$ cat src/hdl/shadow_cfg.svh
`ifndef SHADOW_CFG_SVH
`define SHADOW_CFG_SVH

// vram word address width
// 14 gives 32 KB and 15 gives 64 KB
`define SHADOW_VRAM_AW 14

// other shadow rams, word address widths
`define SHADOW_CHAR_AW 11   // 4 KB
`define SHADOW_PAL_AW  11   // 4 KB
`define SHADOW_OBJ_AW  10   // 2 KB

// cpu byte addresses of each window
// window size comes from the matching width above
`define SHADOW_CPU_VRAM_BASE 24'h400000
`define SHADOW_CPU_CHAR_BASE 24'h410000
`define SHADOW_CPU_OBJ_BASE  24'h440000
`define SHADOW_CPU_PAL_BASE  24'h840000

`endif

$ cat src/hdl/shadow_pkg.sv
package shadow_pkg;

    typedef logic [15:0] word_t;        // cpu data word
    typedef logic [1:0]  wmask_t;       // bit 1 is the upper byte
    typedef logic [7:0]  byte_t;

    // cpu word address, bits 23..1 of the bus
    typedef logic [22:0] cpu_addr_t;

    // byte address on the dump side
    typedef logic [16:0] dump_addr_t;

    // word address inside one region
    // sized for the 64 KB vram
    typedef logic [14:0] local_addr_t;

    typedef enum logic [2:0] {
        REG_NONE,   // outside every window
        REG_VRAM,
        REG_CHAR,
        REG_PAL,
        REG_OBJ
    } region_e;

endpackage

$ cat src/hdl/shadow_wr_if.sv
// decoded cpu write bus
// one beat per write and no ready since the rams never stall
interface shadow_wr_if;
    import shadow_pkg::*;

    logic        valid;     // one cycle per write
    region_e     region;    // target ram
    local_addr_t addr;      // word offset in region
    word_t       data;
    wmask_t      mask;      // active high byte enables

    modport src (
        output valid,
        output region,
        output addr,
        output data,
        output mask
    );

    modport snk (
        input valid,
        input region,
        input addr,
        input data,
        input mask
    );

endinterface

$ cat src/hdl/shadow_wr_decode.sv
`include "shadow_cfg.svh"

// cpu write decoder
// maps the cpu address onto one of the four shadow windows
module shadow_wr_decode (
    input  logic                  clk_rom,
    input  logic                  rst_n,
    input  logic                  cpu_wr,
    input  shadow_pkg::cpu_addr_t cpu_addr,
    input  shadow_pkg::word_t     cpu_data,
    input  shadow_pkg::wmask_t    cpu_dswn,    // active low
    shadow_wr_if.src              wr
);
    import shadow_pkg::*;

    // window bases as word addresses
    localparam cpu_addr_t VRAM_W = cpu_addr_t'(`SHADOW_CPU_VRAM_BASE >> 1);
    localparam cpu_addr_t CHAR_W = cpu_addr_t'(`SHADOW_CPU_CHAR_BASE >> 1);
    localparam cpu_addr_t PAL_W  = cpu_addr_t'(`SHADOW_CPU_PAL_BASE >> 1);
    localparam cpu_addr_t OBJ_W  = cpu_addr_t'(`SHADOW_CPU_OBJ_BASE >> 1);

    region_e     region_d;
    local_addr_t offs_d;
    wmask_t      mask_d;
    logic        keep;      // write lands in some ram

    // bases are aligned to their size so the upper bits decide
    function automatic logic hit(cpu_addr_t a, cpu_addr_t base, int aw);
        return (a >> aw) == (base >> aw);
    endfunction

    always_comb begin
        region_d = REG_NONE;
        offs_d   = '0;
        if (hit(cpu_addr, VRAM_W, `SHADOW_VRAM_AW)) begin
            region_d = REG_VRAM;
            offs_d   = local_addr_t'(cpu_addr[(`SHADOW_VRAM_AW)-1:0]);
        end else if (hit(cpu_addr, CHAR_W, `SHADOW_CHAR_AW)) begin
            region_d = REG_CHAR;
            offs_d   = local_addr_t'(cpu_addr[(`SHADOW_CHAR_AW)-1:0]);
        end else if (hit(cpu_addr, PAL_W, `SHADOW_PAL_AW)) begin
            region_d = REG_PAL;
            offs_d   = local_addr_t'(cpu_addr[(`SHADOW_PAL_AW)-1:0]);
        end else if (hit(cpu_addr, OBJ_W, `SHADOW_OBJ_AW)) begin
            region_d = REG_OBJ;
            offs_d   = local_addr_t'(cpu_addr[(`SHADOW_OBJ_AW)-1:0]);
        end
    end

    assign mask_d = ~cpu_dswn;     // strobes to enables
    assign keep   = cpu_wr && (region_d != REG_NONE) && (|mask_d);

    always_ff @(posedge clk_rom) begin
        if (!rst_n) begin
            wr.valid <= 1'b0;
        end else begin
            wr.valid <= keep;
        end
    end

    // payload only moves on a kept write
    always_ff @(posedge clk_rom) begin
        if (keep) begin
            wr.region <= region_d;
            wr.addr   <= offs_d;
            wr.data   <= cpu_data;
            wr.mask   <= mask_d;
        end
    end

    a_no_none : assert property (
        @(posedge clk_rom) disable iff (!rst_n) wr.valid |-> (wr.region != REG_NONE)
    );

endmodule

$ cat src/flat_wrapper.sv
// flat-port wrapper written by rule: the top's interface ports become plain ports
module shadow_wr_decode_flat import shadow_pkg::*;
  (clk_rom, rst_n, cpu_wr, cpu_addr, cpu_data, cpu_dswn, wr_valid, wr_region, wr_addr, wr_data, wr_mask);
  shadow_wr_if wr_i ();
  input  logic clk_rom;
  input  logic rst_n;
  input  logic cpu_wr;
  input  shadow_pkg::cpu_addr_t cpu_addr;
  input  shadow_pkg::word_t cpu_data;
  input  shadow_pkg::wmask_t cpu_dswn;
  output wire logic [$bits(wr_i.valid)-1:0] wr_valid;
  output wire logic [$bits(wr_i.region)-1:0] wr_region;
  output wire logic [$bits(wr_i.addr)-1:0] wr_addr;
  output wire logic [$bits(wr_i.data)-1:0] wr_data;
  output wire logic [$bits(wr_i.mask)-1:0] wr_mask;
  assign wr_valid = wr_i.valid;
  assign wr_region = wr_i.region;
  assign wr_addr = wr_i.addr;
  assign wr_data = wr_i.data;
  assign wr_mask = wr_i.mask;
  shadow_wr_decode u_core (.clk_rom(clk_rom), .rst_n(rst_n), .cpu_wr(cpu_wr), .cpu_addr(cpu_addr), .cpu_data(cpu_data), .cpu_dswn(cpu_dswn), .wr(wr_i));
endmodule
$ cat config.mk
export PLATFORM = sky130hd
export DESIGN_NAME = shadow_wr_decode_flat
export DESIGN_NICKNAME = d
export VERILOG_FILES = /design/src/hdl/shadow_pkg.sv /design/src/hdl/shadow_wr_if.sv /design/src/hdl/shadow_wr_decode.sv /design/src/flat_wrapper.sv
export VERILOG_INCLUDE_DIRS = /design/src /design/src/hdl
export SDC_FILE = /design/constraint.sdc
export NUM_CORES = 1
export LEC_CHECK = 0
export BUFFER_PORTS_ARGS = -buffer_cell sky130_fd_sc_hd__buf_4
export CORE_UTILIZATION = 25
export CTS_CLUSTER_SIZE = 20
export DETAILED_ROUTE_END_ITERATION = 12
export PLACE_DENSITY = 0.49
export SYNTH_ARGS = -nofsm -noshare
export SYNTH_HDL_FRONTEND = slang
export SYNTH_SLANG_ARGS = --single-unit
$ cat constraint.sdc
create_clock -name clk_rom -period 3.9 [get_ports clk_rom]
set_input_delay 0.78 -clock clk_rom [delete_from_list [all_inputs] [get_ports clk_rom]]
set_output_delay 0.78 -clock clk_rom [all_outputs]
set_load 0.005 [all_outputs]
# Word level (Yosys, flattened, before mapping)
# Cells that the tools add are included.
classes:
  eq_ne: 4
  bitwise: 1
  reduce_logical: 5
  n_mux: 8
ops:
  columns: ["op", "n"]
  rows:
  - ["$mux 14", 3]
  - ["$eq 13x12->1 const B", 1]
  - ["$eq 12x11->1 const B", 1]
  - ["$eq 12x12->1 const B", 1]
  - ["$mux 3", 4]
  - ["$mux 10", 1]
  - ["$eq 9x8->1 const B", 1]
  - ["$reduce_bool 3->1", 1]
  - ["$reduce_or 3->1", 1]
  - ["$logic_and 1x1->1", 2]
  - ["$not 2->2", 1]
  - ["$reduce_or 2->1", 1]
word_totals:
  reg_bits: 37
  output_inout_bits: 37

# Logic depth before layout (Yosys ltp)
logic_depth:
  ltp_word: 8
  mapped_depth: 5
  depth_no_buf: 4

# Worst setup path after synthesis
# OpenSTA, ideal clock, no wires.
synth_timing:
  path_type: "in2reg"
  from: "input cpu_addr[20]"
  to: "register u_core.wr.addr[0], enable pin"
  n_path_buf: 0
  arrival_time_ns: 2.721
  required_ns: 3.504
  path_stages: 4
  path_slack_ns: 0.783
  cell_sequence: "or4b_4 or2_1 o221ai_2 and3_1"
synth_between:
  elab_chain_cells: 8
  word_cells_on_any_way: 11
synth_lines:
  columns: ["element", "line_no", "text"]
  rows:
  - ["start, declared", "flat_wrapper.sv:8", "input shadow_pkg::cpu_addr_t cpu_addr;"]
  - ["$eq 13x12->1", "shadow_wr_decode.sv:29", "return (a >> aw) == (base >> aw);"]
  - ["$mux 3", "shadow_wr_decode.sv:44", "end else if (hit(cpu_addr, OBJ_W, `SHADOW_OBJ_AW)) begin"]
  - ["$mux 3", "shadow_wr_decode.sv:41", "end else if (hit(cpu_addr, PAL_W, `SHADOW_PAL_AW)) begin"]
  - ["$mux 3", "shadow_wr_decode.sv:38", "end else if (hit(cpu_addr, CHAR_W, `SHADOW_CHAR_AW)) begin"]
  - ["$mux 3 (*)", "shadow_wr_decode.sv:35", "if (hit(cpu_addr, VRAM_W, `SHADOW_VRAM_AW)) begin"]
  - ["$reduce_bool 3->1 (*)", "shadow_wr_decode.sv:51", "assign keep = cpu_wr && (region_d != REG_NONE) && (|mask_d);"]
  - ["$logic_and 1x1->1 (*) (2 in series)", "shadow_wr_decode.sv:51", null]
  - ["named net u_core.keep", "shadow_wr_decode.sv:25", "logic keep;"]
  - ["end signal, assigned", "shadow_wr_decode.sv:65", "wr.addr <= offs_d;"]
  - ["end, declared", "shadow_wr_if.sv:15", "output addr,"]
# The timed path passes the listed nets; every way through them passes the cells marked *.
# A chain may end at the register's enable or synchronous reset.

# Worst setup path in the final report
layout_timing:
  from: "input cpu_addr[20]"
  to: "register u_core.wr.data[10], enable pin"
layout_between:
  elab_chain_cells: 8
  word_cells_on_any_way: 11
layout_lines:
  columns: ["element", "line_no", "text"]
  rows:
  - ["$eq 13x12->1", "shadow_wr_decode.sv:29", null]
  - ["$mux 3", "shadow_wr_decode.sv:44", null]
  - ["$mux 3", "shadow_wr_decode.sv:41", null]
  - ["$mux 3", "shadow_wr_decode.sv:38", null]
  - ["$mux 3 (*)", "shadow_wr_decode.sv:35", null]
  - ["$reduce_bool 3->1 (*)", "shadow_wr_decode.sv:51", null]
  - ["$logic_and 1x1->1 (*) (2 in series)", "shadow_wr_decode.sv:51", null]
  - ["named net u_core.keep", "shadow_wr_decode.sv:25", null]
  - ["end signal, assigned", "shadow_wr_decode.sv:66", "wr.data <= cpu_data;"]
  - ["end, declared", "shadow_wr_if.sv:16", "output data,"]
# Marked as above.

==> impl_metrics.env <==
export IMPL_avgRoutedWirePerCell_um=12.1
export IMPL_grt_max_degree=27
export IMPL_finalCritPeriodShare_pct=74.8
export IMPL_worstPathCellList="buf_4 -> or4b_4 -> or2_1 -> o221ai_2 -> and3_1 -> buf_12"
export IMPL_hold_depth=1
export IMPL_hold_worst_slack_ps=677
export IMPL_yosysTopAreaCellShare_pct=78.8
export IMPL_die_w_um=75.0
export IMPL_nets=206
export IMPL_synth_cell_type_count=23
export IMPL_fin_util_pct=41.4
export IMPL_ctsResizeCount=0
export IMPL_period_needed_ps=2920
export IMPL_grt_usage_pct=10.2
export IMPL_vias=949
export IMPL_slowest_stage="or4b_4"
export IMPL_netlist_instances=77
export IMPL_synth_most_common_cell="edfxtp_1"
export IMPL_clockBufferDepth=2
export IMPL_worstHoldStart="cpu_data[3]"
export IMPL_max_cap_violations=0
export IMPL_gp_congestion=0.664
export IMPL_path_class="input port to register"
export IMPL_hold_viol=0
export IMPL_via_per_inst=4.07
export IMPL_cp_end_kind="register"
export IMPL_ir_drop_uv=170
export IMPL_route_antenna_remaining_nets=0
export IMPL_synth_common_cells="edfxtp_1 (35), and2_1 (14), nor2_1 (3)"
export IMPL_layout_setup_ws_ps=983
export IMPL_synth_edf_count=35
export IMPL_start_util_pct=26.1
export IMPL_drive_gt1_share_pct=54.6
export IMPL_hp_class="input port to register"
export IMPL_worst_pin_slew_ps=604
export IMPL_synth_top_area_cell="edfxtp_1"
export IMPL_p_leak_uw=0.000803
export IMPL_port_buffers=79
export IMPL_pre_cts_ws_ps=657
export IMPL_clock_sinks=36
export IMPL_synth_area_um2=1330
export IMPL_die_y_um=75.0
export IMPL_status="complete, no violations"
export IMPL_syn2layout_area_growth_pct=58.6
export IMPL_async_reset_ff_share_pct=0
export IMPL_setup_viol=0
export IMPL_grt_first_pass_wirelength_mm=4.06
export IMPL_cts_buffers=5
export IMPL_drtPass1Iterations=3
export IMPL_grt_setup_unrepaired="no"
export IMPL_worstPathMaxFanout=26
export IMPL_drc=0
export IMPL_synth_seq_area_share_pct=80.3
export IMPL_drv_slew=0
export IMPL_routed_wl_mm=2.82
export IMPL_rows=26
export IMPL_crit_path_start_kind="input port"
export IMPL_post_cts_buffers=0
export IMPL_hold_end="u_core.wr.data[3]"
export IMPL_fin_setup_tns_ps=0
export IMPL_cp_required_ps=3880
export IMPL_grt_pass1_vias=915
export IMPL_synth_area_leaders="edfxtp_1 (79%), and2_1 (6.6%), dfxtp_1 (1.5%)"
export IMPL_cts_root_buf="clkbuf_8"
export IMPL_htree_levels=2
export IMPL_critPathMaxStageDelay_ps=570
export IMPL_arrival_ps=2900
export IMPL_grt_antenna_before_repair=0
export IMPL_ys_warn_count=0
export IMPL_drtIter0Drc=15
export IMPL_maxClockFrequency_mhz=343
export IMPL_postSynthAreaPerCell_um2=17.3
export IMPL_yosys_register_bits=36
export IMPL_syn_num_nets=121
export IMPL_antennaDiodeCount=0
export IMPL_die_area_um2=5630
export IMPL_hold_buffers=0
export IMPL_power_density_nw_per_um2=349
export IMPL_relSlewSlack_pct=59.4
export IMPL_io_pins=81
export IMPL_grt_overflow=0
export IMPL_path_clk_slew_ps=60
export IMPL_core_um2=5110
export IMPL_cts_tree="done"
export IMPL_synth_main_ff_cell="edfxtp_1"
metal layers:
| metal | share of wire [%] | wire length, µm | up-vias | GRT usage [%] |
|---|---|---|---|---|
| met1 | 34 | 948 | 431 | 9.70 |
| met4 | 1.6 | 46 | 0 | 5.03 |
| li1 | - | - | 455 | - |
| met2 | 50 | 1420 | 59 | 17.4 |
| met5 | 0 | 0 | - | 0 |
| met3 | 15 | 411 | 4 | 5.89 |
power breakdown:
part	switching [µW]	internal (µW)	leakage, µW
sequential	0.121	421	0.000287
clock	115	161	0.0000515
combinational	11.2	29.7	0.000465
cells in the final DEF (no fill, tap or decap):
cell and count:
clkbuf_1 1, nor4_1 1, nand3_1 2, nand2b_1 1, nor2_1 3, or2_1 1
edfxtp_1 35, nand4_1 1, and4_1 1, buf_12 1, o221ai_2 1, and2_1 14
nor3_1 1, buf_4 79, clkbuf_8 7, conb_1 1, a22oi_1 1, nor4b_1 2
and3_1 1, a21boi_0 1, inv_1 2, dfxtp_1 1, o21ai_0 2, nand2_1 2
or4b_4 1
logic make-up after synthesis:
group                  after synthesis  share of synthesized area (%)
other                                1                          0.281
AND/OR/NAND/NOR                     31                           14.4
flip-flops                          36                           80.3
AO/OA/AOI/OAI                        5                           3.00
buffers and inverters                4                           1.97
critical path, delay by kind of cell:
| kind | cells | cell delay [ps] |
|---|---|---|
| simple gates | 3 | 1380 |
| compound gates | 1 | 370 |
| buf+inv | 2 | 360 |
metrics by stage:
stage          instances  power (µW)  area [µm²]
6_report             233         738        2120
5_1_grt              233         769        2120
4_1_cts              233         751        2120
3_5_place_dp         225         471        2020
3_3_place_gp         225         471        2020
2_1_floorplan         77         435        1330
sequential cells by signal, indices dropped and copies added, names as in the netlist:
signal            count
u_core.wr.region      3
u_core.wr.addr       14
u_core.wr.valid       1
u_core.wr.mask        2
u_core.wr.data       16
cell type report:
| type | instances | area [µm²] |
|---|---|---|
| sequential | 36 | 1070 |
| multi-input combinational | 37 | 236 |
| inverter | 2 | 7.51 |
| fill | 491 | 2990 |
| tap | 70 | 87.6 |
| clock buffer | 8 | 100 |
| timing repair buffer | 80 | 613 |
how the worst max path moves through the flow:
stage | startpoint | end | depth (start not counted)
after floorplan | cpu_addr[20] | u_core.wr.addr[0] | 4
after global placement | cpu_addr[20] | u_core.wr.data[6] | 6
after detailed placement | cpu_addr[20] | u_core.wr.data[3] | 6
after CTS | cpu_addr[20] | u_core.wr.data[10] | 6
after global routing | cpu_addr[14] | u_core.wr.data[14] | 6
final | cpu_addr[20] | u_core.wr.data[10] | 6
No activity file was read; power rests on OpenSTA's default activity.
