## src/hdl/shadow_cfg.svh

```systemverilog
`ifndef SHADOW_CFG_SVH
`define SHADOW_CFG_SVH

// vram word address width
// 14 gives 32 KB and 15 gives 64 KB
`define SHADOW_VRAM_AW 14

// other shadow rams, word address widths
`define SHADOW_CHAR_AW 11   // 4 KB
`define SHADOW_PAL_AW  11   // 4 KB
`define SHADOW_OBJ_AW  10   // 2 KB

// cpu byte addresses of each window
// window size comes from the matching width above
`define SHADOW_CPU_VRAM_BASE 24'h400000
`define SHADOW_CPU_CHAR_BASE 24'h410000
`define SHADOW_CPU_OBJ_BASE  24'h440000
`define SHADOW_CPU_PAL_BASE  24'h840000

`endif

```

## src/hdl/shadow_pkg.sv

```systemverilog
package shadow_pkg;

    typedef logic [15:0] word_t;        // cpu data word
    typedef logic [1:0]  wmask_t;       // bit 1 is the upper byte
    typedef logic [7:0]  byte_t;

    // cpu word address, bits 23..1 of the bus
    typedef logic [22:0] cpu_addr_t;

    // byte address on the dump side
    typedef logic [16:0] dump_addr_t;

    // word address inside one region
    // sized for the 64 KB vram
    typedef logic [14:0] local_addr_t;

    typedef enum logic [2:0] {
        REG_NONE,   // outside every window
        REG_VRAM,
        REG_CHAR,
        REG_PAL,
        REG_OBJ
    } region_e;

endpackage

```

## src/hdl/shadow_dump.sv

```systemverilog
`include "shadow_cfg.svh"

// byte dump engine
// one request in flight, response two cycles after accept
module shadow_dump (
    input  logic                    clk_rom,
    input  logic                    rst_n,
    input  logic                    req_valid,
    output logic                    req_ready,
    input  shadow_pkg::dump_addr_t  req_addr,
    output logic                    rsp_valid,
    input  logic                    rsp_ready,
    output shadow_pkg::byte_t       rsp_data,
    output shadow_pkg::local_addr_t rd_addr,     // shared by all rams
    input  shadow_pkg::word_t       vram_q,
    input  shadow_pkg::word_t       char_q,
    input  shadow_pkg::word_t       pal_q,
    input  shadow_pkg::word_t       obj_q
);
    import shadow_pkg::*;

    localparam bit VRAM_BIG = (`SHADOW_VRAM_AW == 15);   // 64 KB vram

    typedef enum logic {
        IDLE,
        BUSY
    } state_e;

    state_e  state;
    logic    accept;
    logic    rd_pend;       // ram word arrives this cycle
    region_e region_d;
    region_e region_q;
    logic    lo_q;          // odd address picks low byte
    word_t   word_sel;
    byte_t   byte_sel;

    assign req_ready = (state == IDLE);
    assign accept    = req_valid && req_ready;
    assign rd_addr   = req_addr[15:1];      // word address

    // dump map
    always_comb begin
        if (VRAM_BIG && !req_addr[16]) begin
            region_d = REG_VRAM;
        end else begin
            casez (req_addr[16:11])
                6'b00????: region_d = REG_VRAM;     // 0000..7fff
                6'b01000?: region_d = REG_CHAR;     // 8000..8fff
                6'b01001?: region_d = REG_PAL;      // 9000..9fff
                6'b010100: region_d = REG_OBJ;      // a000..a7ff
                default:   region_d = REG_NONE;
            endcase
        end
    end

    always_comb begin
        case (region_q)
            REG_VRAM: word_sel = vram_q;
            REG_CHAR: word_sel = char_q;
            REG_PAL:  word_sel = pal_q;
            REG_OBJ:  word_sel = obj_q;
            default:  word_sel = 16'hffff;   // unmapped
        endcase
    end
    assign byte_sel = lo_q ? word_sel[7:0] : word_sel[15:8];   // even is upper

    always_ff @(posedge clk_rom) begin
        if (!rst_n) begin
            state     <= IDLE;
            rd_pend   <= 1'b0;
            rsp_valid <= 1'b0;
        end else begin
            rd_pend <= accept;
            case (state)
                IDLE: if (accept) state <= BUSY;
                BUSY: if (rsp_valid && rsp_ready) state <= IDLE;
                default: state <= IDLE;
            endcase
            if (rd_pend) begin
                rsp_valid <= 1'b1;
            end else if (rsp_ready) begin
                rsp_valid <= 1'b0;      // handed over
            end
        end
    end

    always_ff @(posedge clk_rom) begin
        if (accept) begin
            region_q <= region_d;
            lo_q     <= req_addr[0];
        end
        if (rd_pend) begin
            rsp_data <= byte_sel;       // held until taken
        end
    end

    a_rsp_hold : assert property (
        @(posedge clk_rom) disable iff (!rst_n)
        (rsp_valid && !rsp_ready) |=> (rsp_valid && $stable(rsp_data))
    );

endmodule

```

## config.mk

```make
export PLATFORM = sky130hd
export DESIGN_NAME = shadow_dump
export DESIGN_NICKNAME = d
export VERILOG_FILES = /design/src/hdl/shadow_pkg.sv /design/src/hdl/shadow_dump.sv
export VERILOG_INCLUDE_DIRS = /design/src /design/src/hdl
export SDC_FILE = /design/constraint.sdc
export NUM_CORES = 1
export LEC_CHECK = 0
export ABC_AREA = 1
export BUFFER_PORTS_ARGS = -buffer_cell sky130_fd_sc_hd__buf_2
export CORE_ASPECT_RATIO = 1.2
export CORE_MARGIN = 4
export CORE_UTILIZATION = 41
export CTS_BUF_LIST = sky130_fd_sc_hd__clkbuf_4 sky130_fd_sc_hd__clkbuf_8
export DETAILED_ROUTE_END_ITERATION = 8
export HOLD_SLACK_MARGIN = 0.03
export PLACE_DENSITY = 0.87
export SYNTH_ARGS = -nofsm -noshare
export SYNTH_HDL_FRONTEND = slang
export SYNTH_SLANG_ARGS = --single-unit
```

## constraint.sdc

```tcl
create_clock -name clk_rom -period 1.6 [get_ports clk_rom]
set_input_delay 0.08 -clock clk_rom [delete_from_list [all_inputs] [get_ports clk_rom]]
set_output_delay 0.08 -clock clk_rom [all_outputs]
set_load 0.005 [all_outputs]
```

# Yosys cells after proc, flatten, opt, wreduce, memory -nomap -nowiden
# Index checks and enable logic that the tools add are counted.
dict set report word_totals {
  elab_cells 26
  input_bits 85
  ff_bits 15
  output_inout_bits 25
}
dict set report op_classes {
  muxes 8
  n_eq_ne 7
  bitwise_logic 1
  reduce_logical 4
}
# operator n
set ops {}
lappend ops {{case mux 16 bit (4 select lines)} 1}
lappend ops {{case mux 3 bit (4 select lines)} 1}
lappend ops {{equality test 5 x 4 -> 1 bit, second input constant} 2}
lappend ops {{two-way mux 8 bit} 1}
lappend ops {{equality test 3 x 2 -> 1 bit, second input constant} 2}
lappend ops {{equality test 6 x 5 -> 1 bit, second input constant} 1}
lappend ops {{two-way mux 1 bit} 4}
lappend ops {{equality test 3 x 1 -> 1 bit, second input constant} 1}
lappend ops {{equality test 3 bit, second input constant} 1}
lappend ops {{logical AND 1 bit} 2}
lappend ops {{logical NOT 2 bit} 1}
lappend ops {{case mux 1 bit (2 select lines)} 1}
lappend ops {{nonzero test 2 bit} 1}
lappend ops {{inverter 1 bit} 1}

# Longest topological paths before layout
# Gate-level depths: netlist of run 1.
dict set report depth {
  ltp_word 4
  depth_mapped 8
  ltp_nobuf 8
}

# Least setup slack after synthesis of run 1
# Ideal clock, no wire load.
dict set report synth_path {
  path_type {register -> register}
  from {reg region_q[0]}
  to {reg rsp_data[0] (data pin)}
  t_arrival_ns 1.043
  synth_period_minus_slack_ns 1.304
  path_buffers 1
  path_stages_with_launch 8
  required_ns 1.339
  setup_time_ns 0.261
  slack_ns 0.296
  cell_sequence {edfxtp_1 > buf_2 > nand3_1 > nor2_1 > nor2_1 > nand3_1 > nand2_1 > nand2_1}
}
dict set report synth_via {
  elab_chain_cells 3
  word_cells_on_any_way 6
  cone_classes {4 x eq/ne; 2 x mux}
}
# element line_no
set synth_lines {}
lappend synth_lines {{start, declared} shadow_dump.sv:33} ;# region_e region_q;
lappend synth_lines {{start signal, assigned} shadow_dump.sv:90} ;# region_q <= region_d;
lappend synth_lines {{equality test 3 bit, or another cell as far along} shadow_dump.sv:58} ;# case (region_q)
lappend synth_lines {{case mux 16 bit (4 select lines) *} shadow_dump.sv:58}
lappend synth_lines {{two-way mux 8 bit *} shadow_dump.sv:66} ;# assign byte_sel = lo_q ? word_sel[7:0] : word_sel[15:8];
lappend synth_lines {{via byte_sel[0]} shadow_dump.sv:36} ;# byte_t byte_sel;
lappend synth_lines {{end signal, assigned} shadow_dump.sv:94} ;# rsp_data <= byte_sel;
lappend synth_lines {{end, declared} shadow_dump.sv:13} ;# output shadow_pkg::byte_t rsp_data,
# Mark *: on every way through the listed nets, which the timed path passes. The rest lies on a longest branch.
# A chain may end at the register's enable or synchronous reset.

# Worst setup path after layout of run 1
dict set report layout_path {
  from {reg region_q[1]}
  to {reg rsp_data[3] (data pin)}
}
# The elaborated chain is that of the path after synthesis.

==> results of run 1 <==
## worst paths after layout
check                                           start                     end
worst max register to register  region_q[1]$_DFFE_PP_   rsp_data[3]$_DFFE_PP_
worst min-delay path                            rst_n  rsp_valid$_SDFFE_PN0P_
worst min register to register       state$_SDFF_PN0_        state$_SDFF_PN0_
worst max-delay path            region_q[1]$_DFFE_PP_   rsp_data[3]$_DFFE_PP_
## per-layer routing
| layer | global-route usage | routed length, µm | up-vias |
|---|---|---|---|
| met1 | 0.215 | 1570 | 726 |
| met2 | 0.346 | 2180 | 74 |
| met3 | 0.0432 | 425 | 15 |
| met5 | 0 | 0 | - |
| li1 | - | - | 866 |
| met4 | 0.0795 | 107 | 0 |
## cells in the final DEF (no fill, tap or decap)
master,Yosys,routed
inv_2,2,2
nand2_2,0,1
nor2_1,40,40
nand3b_1,1,1
a21oi_1,12,12
buf_2,6,89
nor4_1,1,1
dfxtp_1,3,3
clkinv_1,1,1
nand3_4,0,1
nand3_1,24,22
edfxtp_1,12,12
nor2_4,1,1
clkbuf_4,0,4
nor3_1,2,2
nor2_2,1,1
buf_4,15,9
nand2_1,55,54
inv_1,34,34
nand4_1,14,14
nand3_2,1,2
dlygate4sd3_1,0,1
## power breakdown
part	switching, W	internal (W)
combinational	0.000187	0.000157
clock	0.000128	0.000114
sequential	0.0000155	0.000450
## state kept, by name (all words and copies together), names as in the netlist
signal     cells
lo_q           1
rd_pend        1
region_q       3
rsp_data       8
rsp_valid      1
state          1
## critical path, cell delays in order (launching register included)
cell      delay, ns
edfxtp_1       0.47
buf_4          0.26
inv_1          0.12
nand4_1        0.09
nand2_1        0.05
nor2_1         0.08
nand2_1        0.06
nand2_1        0.06
nand2_1        0.05
## area by class of cell
cell class	count	area (µm²)	share of cell area
Clock buffer	4	30.0	0.0162
Sequential cell	15	420	0.227
Tap cell	36	45.0	0.0243
Multi-Input combinational cell	152	696	0.375
Inverter	37	139	0.0749
Timing Repair Buffer	99	523	0.282
## per-stage QoR
| stage | area (µm²) | std cells | setup slack [ns] | utilization |
|---|---|---|---|---|
| after floorplan | 1380 | 226 | 0.296 | - |
| final | 1850 | 343 | 0.125 | 0.591 |
| after detailed placement | 1780 | 336 | 0.0705 | 0.567 |
| after CTS | 1820 | 341 | 0.0565 | 0.579 |
| after global routing | 1850 | 343 | -0.0188 | 0.591 |
| after global placement | 1780 | 336 | 0.141 | 0.567 |
## kinds of logic (layout without fill, tap and decap cells)
| kind of cell | after synthesis | count (layout) |
|---|---|---|
| buf+inv | 59 | 140 |
| simple gates | 140 | 140 |
| compound gates | 12 | 12 |
| flops | 15 | 15 |
## repair_timing
item | CTS | global route
setup buffers | 0 | 2
endpoints found under the setup margin | 0 | 8
hold endpoints to repair | 1 | 0
resized for setup | 0 | 4
hold buffers | 1 | 0
==> results by group, run 1 <==
Run status
  – Outcome: finished, final reports clean

Synthesis
  – Post-synthesis sequential area ratio: 0.304
  – Async SR Flop Fraction: 0
  – Largest family of logic cells by synthesized area: simple AND/OR/NAND/NOR gates
  – FF+latch count, synth: 15
  – Cell Area, Synth: 0.00138 mm²
  – Syn_area_per_cell: 6.11 µm²
  – Post-synth EDFFs: 12
  – Synth area leader: edfxtp_1
  – Top_reg_cell synth: edfxtp_1
  – Distinct cells, synth: 19
  – Complex-gate fraction of the synthesized area: 0.0435
  – Mapped Cells: between 200 and 250
  – Mux contribution to synthesized area: 0
  – Share of the synthesized area in the top cell type: 0.261
  – Most frequent cell after synthesis: nand2_1
  – Synth cell count leaders: 55 x nand2_1, 40 x nor2_1, 34 x inv_1
  – Top cells by area, synth: edfxtp_1 26%, nand2_1 15%, nor2_1 11%, inv_1 9.2%, nand3_1 8.7%
  – YS warnings: 0
  – XOR/XNOR Fraction of Synth Area: 0
  – Synth Area in Simple Gates: 0.446
  – Post-Syn Nets: approximately 310
  – Post-synthesis adder-cell area fraction: 0

Setup path
  – Crit Path Class: flop to flop
  – Flop2flop setup slack: ~0.12 ns
  – CP startpoint kind: flop
  – Arrival @ worst endpoint: roughly 1.5 ns
  – CP Max Fanout: 16
  – CP Capture Type: flop
  – Register-to-Register Path Depth: 8
  – Req. time, crit path: between 1.5 and 2 ns

STA
  – Final clock skew: 0.00536 ns
  – Slew margin rel.: 0.727
  – Final setup viols: 0
  – Period utilisation layout: 0.922
  – Final min period: ~1.5 ns
  – Setup_tns: 0 ns
  – Hold Fails Final Rpt: 0
  – Pin slew with the least headroom to its limit: slightly above 0.4 ns
  – Max Clk Rate: just under 700 MHz
  – Hold_ws: roughly 0.034 ns
  – Final Max Slew Viols: 0

Global route
  – Total gr overflow: 0
  – Vias in the first global route: about 1600
  – Total track usage: 0.194
  – Largest net degree at the start of global routing: 17
  – First-pass GRT wire length: between 6 and 7 mm
  – Initial antenna violation count: 0

Clocking
  – CTS Buf Count: 3
  – CTS H-Tree Depth: 1
  – Later-pin clock latency in the skew report: around 0.29 ns
  – CTS Sinks: 15
  – CTS root buffer: clkbuf_4
  – Reg clk slew, reported paths: about 0.09 ns
  – CTS tree: yes
  – CTS Buffer Depth: 2

Worst hold path
  – Cells on Worst Hold Path: 3
  – Min-delay worst type: input port to flop

Die
  – IO Count: 110
  – Die area: around 0.0044 mm²
  – Die Ht: around 70 µm
  – Initial Util: 0.440
  – Row count: 22
  – Die X-Extent: 61.0 µm
  – Core area: ~0.0031 mm²

Placement
  – Port bufs: 89
  – GPL Wtd Cong: approximately 0.96
  – Hpwl dp: around 3.5 mm

Detailed routing
  – DRT Pass-1 Iters: 4
  – Detail Route Antenna Nets: 0
  – Avg WL per Cell: about 12 µm
  – Vias after detailed routing: approximately 1700
  – WL final: around 4.3 mm
  – Via density: 4.90
  – Residual DRC count: 0
  – DR iter-0 viols: 59

Cells and area
  – Fillers: 314
  – Diodes inserted: 0
  – Final #Nets: ~390
  – Share of cells above drive strength 1: 0.358
  – P&R area growth vs syn: 34.1%

Power and ir drop
  – VDD IR max: 0.536 mV
  – Power Density: ~570 mW/mm²
  – Design Power: between 0.001 and 0.0015 W
  – Lkg Pwr: 1.07 nW

Run
  – MaxCap Viol Count: 0
(Power assumes the default switching activity.)
==> inputs of run 2 (changes only) <==
REMOVE_ABC_BUFFERS = 1   (was unset)
==> run 2 against run 1 <==
  * Power shrank 1.9%
  * Setup slack lost 0.041 ns
  * Non-clock buffer count is the same
  * Wire length grew 0.28%
  * Flip-flop and latch count is the same
  * Fmax shrank 2.7%
  * Global-route usage grew 0.051 points
  * Sequential share of layout area grew 0.15 points
  * Critical endpoint is now rsp_data[4]$_DFFE_PP_
  * Highest routed layer unchanged
==> results by group, run 2 (synthesis results as in run 1) <==
Run status
  – Outcome: finished, final reports clean

Worst hold path
  – Min-delay worst type: input port to flop
  – Cells on Worst Hold Path: 3

Power and ir drop
  – VDD IR max: 0.622 mV
  – Lkg Pwr: ~1.1 nW
  – Power Density: approximately 560 mW/mm²

Detailed routing
  – WL final: between 4 and 5 mm
  – Avg WL per Cell: 12.5 µm
  – DRT Pass-1 Iters: 4
  – Via density: about 5.0
  – DR iter-0 viols: 66
  – Detail Route Antenna Nets: 0
  – Vias after detailed routing: roughly 1700
  – Residual DRC count: 0

Setup path
  – Register-to-Register Path Depth: 7
  – CP Capture Type: flop
  – CP Max Fanout: 11
  – Crit Path Class: flop to flop
  – Arrival @ worst endpoint: approximately 1.6 ns
  – CP startpoint kind: flop
  – Req. time, crit path: between 1.5 and 2 ns

Die
  – Die area: between 0.004 and 0.005 mm²
  – Die Ht: ~72 µm
  – IO Count: 110
  – Core area: ~0.0031 mm²
  – Initial Util: 0.440
  – Die X-Extent: around 61 µm
  – Row count: 22

STA
  – Hold_ws: between 0.03 and 0.04 ns
  – Period utilisation layout: 0.948
  – Unrepaired setup endpoints after global routing: false
  – Final setup viols: 0
  – Final clock skew: about 0.00071 ns
  – Max Clk Rate: 659 MHz
  – Slew margin rel.: 0.723
  – Pin slew with the least headroom to its limit: 0.414 ns
  – Final Max Slew Viols: 0
  – Final min period: 1.52 ns
  – Post-route setup slack: around 0.084 ns
  – Hold Fails Final Rpt: 0

Cells and area
  – Share of cells above drive strength 1: 0.355
  – Biggest register: rsp_data
  – Finished Cell Area: between 0.0015 and 0.002 mm²
  – Diodes inserted: 0
  – Final #Nets: slightly below 400
  – Final std cells w/o fill: about 340
  – Max FFs per register: 8
  – Most frequent cells in the layout: 89 x buf_2, 55 x nand2_1, 40 x nor2_1
  – P&R area growth vs syn: 33.2%
  – Fillers: 336
  – Largest registers: rsp_data: 8 flops, region_q: 3 flops
  – Fin util: 0.587
  – Commonest non-fill, non-tap cell in the layout: buf_2

Global route
  – Initial antenna violation count: 0
  – Total track usage: 0.195
  – Total gr overflow: 0
  – Vias in the first global route: approximately 1600
  – Largest net degree at the start of global routing: 12
  – First-pass GRT wire length: around 6.5 mm

Clocking
  – CTS root buffer: clkbuf_4
  – Reg clk slew, reported paths: roughly 0.10 ns
  – CTS Sinks: 15
  – CTS H-Tree Depth: 1
  – CTS Buf Count: 3
  – CTS Buffer Depth: 2
  – CTS tree: yes
  – Later-pin clock latency in the skew report: 0.29 ns

Run
  – MaxCap Viol Count: 0

Placement
  – DP Area: 0.00179 mm²
  – GPL Wtd Cong: about 0.9
  – Dpl cells: 338
  – Pre-CTS setup slack: roughly 0.059 ns
  – Hpwl dp: around 3.5 mm
  – Port bufs: 89
[run 2: cell count changes in the layout (fill, tap and decap cells not counted)]
cell,previous run,this run
nand3_4,1,0
nand3_2,2,3
nand2_1,54,55
clkbuf_4,4,3
clkinv_2,0,1
nand2_2,1,0
[run 2: area by class of cell]
class                   count  area, µm²  share of cell area
clock buffers               3       22.5              0.0122
clock inverters             1       5.00             0.00272
inverters                  37        139              0.0755
multi-input cells         152        686               0.373
flip-flops and latches     15        420               0.228
well taps                  36       45.0              0.0245
repair buffers             99        523               0.284
[run 2: path summary, 6_finish.rpt]
kind / from / end / slack, ns
min reg2reg: state$_SDFF_PN0_ / state$_SDFF_PN0_ / 0.50
min: rst_n / rd_pend$_SDFF_PN0_ / 0.04
max: region_q[2]$_DFFE_PP_ / rsp_data[4]$_DFFE_PP_ / 0.08
max reg2reg: region_q[2]$_DFFE_PP_ / rsp_data[4]$_DFFE_PP_ / 0.08
[run 2: routing by layer]
metal	vias to the layer above	part of all wire	GRT usage
li1	869	-	-
met1	713	0.36	0.210
met2	109	0.51	0.356
met3	8	0.12	0.0649
met4	0	0.016	0.0458
met5	-	0	0
[run 2: power breakdown]
group | leakage [nW] | switching [W] | internal (W)
clock network | 0.0177 | 0.000134 | 0.0000930
registers | 0.135 | 0.0000150 | 0.000450
logic | 0.920 | 0.000183 | 0.000156
[run 2: per-stage QoR]
| stage | setup TNS [ns] | power, W |
|---|---|---|
| 2_1_floorplan | -2.23 | 0.000631 |
| 3_3_place_gp | 0 | 0.000803 |
| 3_5_place_dp | 0 | 0.000809 |
| 4_1_cts | 0 | 0.00104 |
| 5_1_grt | 0 | 0.00110 |
| 6_report | 0 | 0.00103 |
[run 2: worst max-delay path, stage by stage, from the launching register on]
cell      delay, ns
edfxtp_1       0.45
buf_4          0.22
nand2_1        0.22
nor2_1         0.07
nor2_1         0.14
nand2_1        0.07
nand2_1        0.05
nand2_1        0.05
[run 2: repair_timing]
action | CTS | global route
resized for setup | 0 | 2
endpoints found under the setup margin | 0 | 8
endpoints found under the hold margin | 1 | 0
setup buffers | 0 | 0
hold buffers | 1 | 0
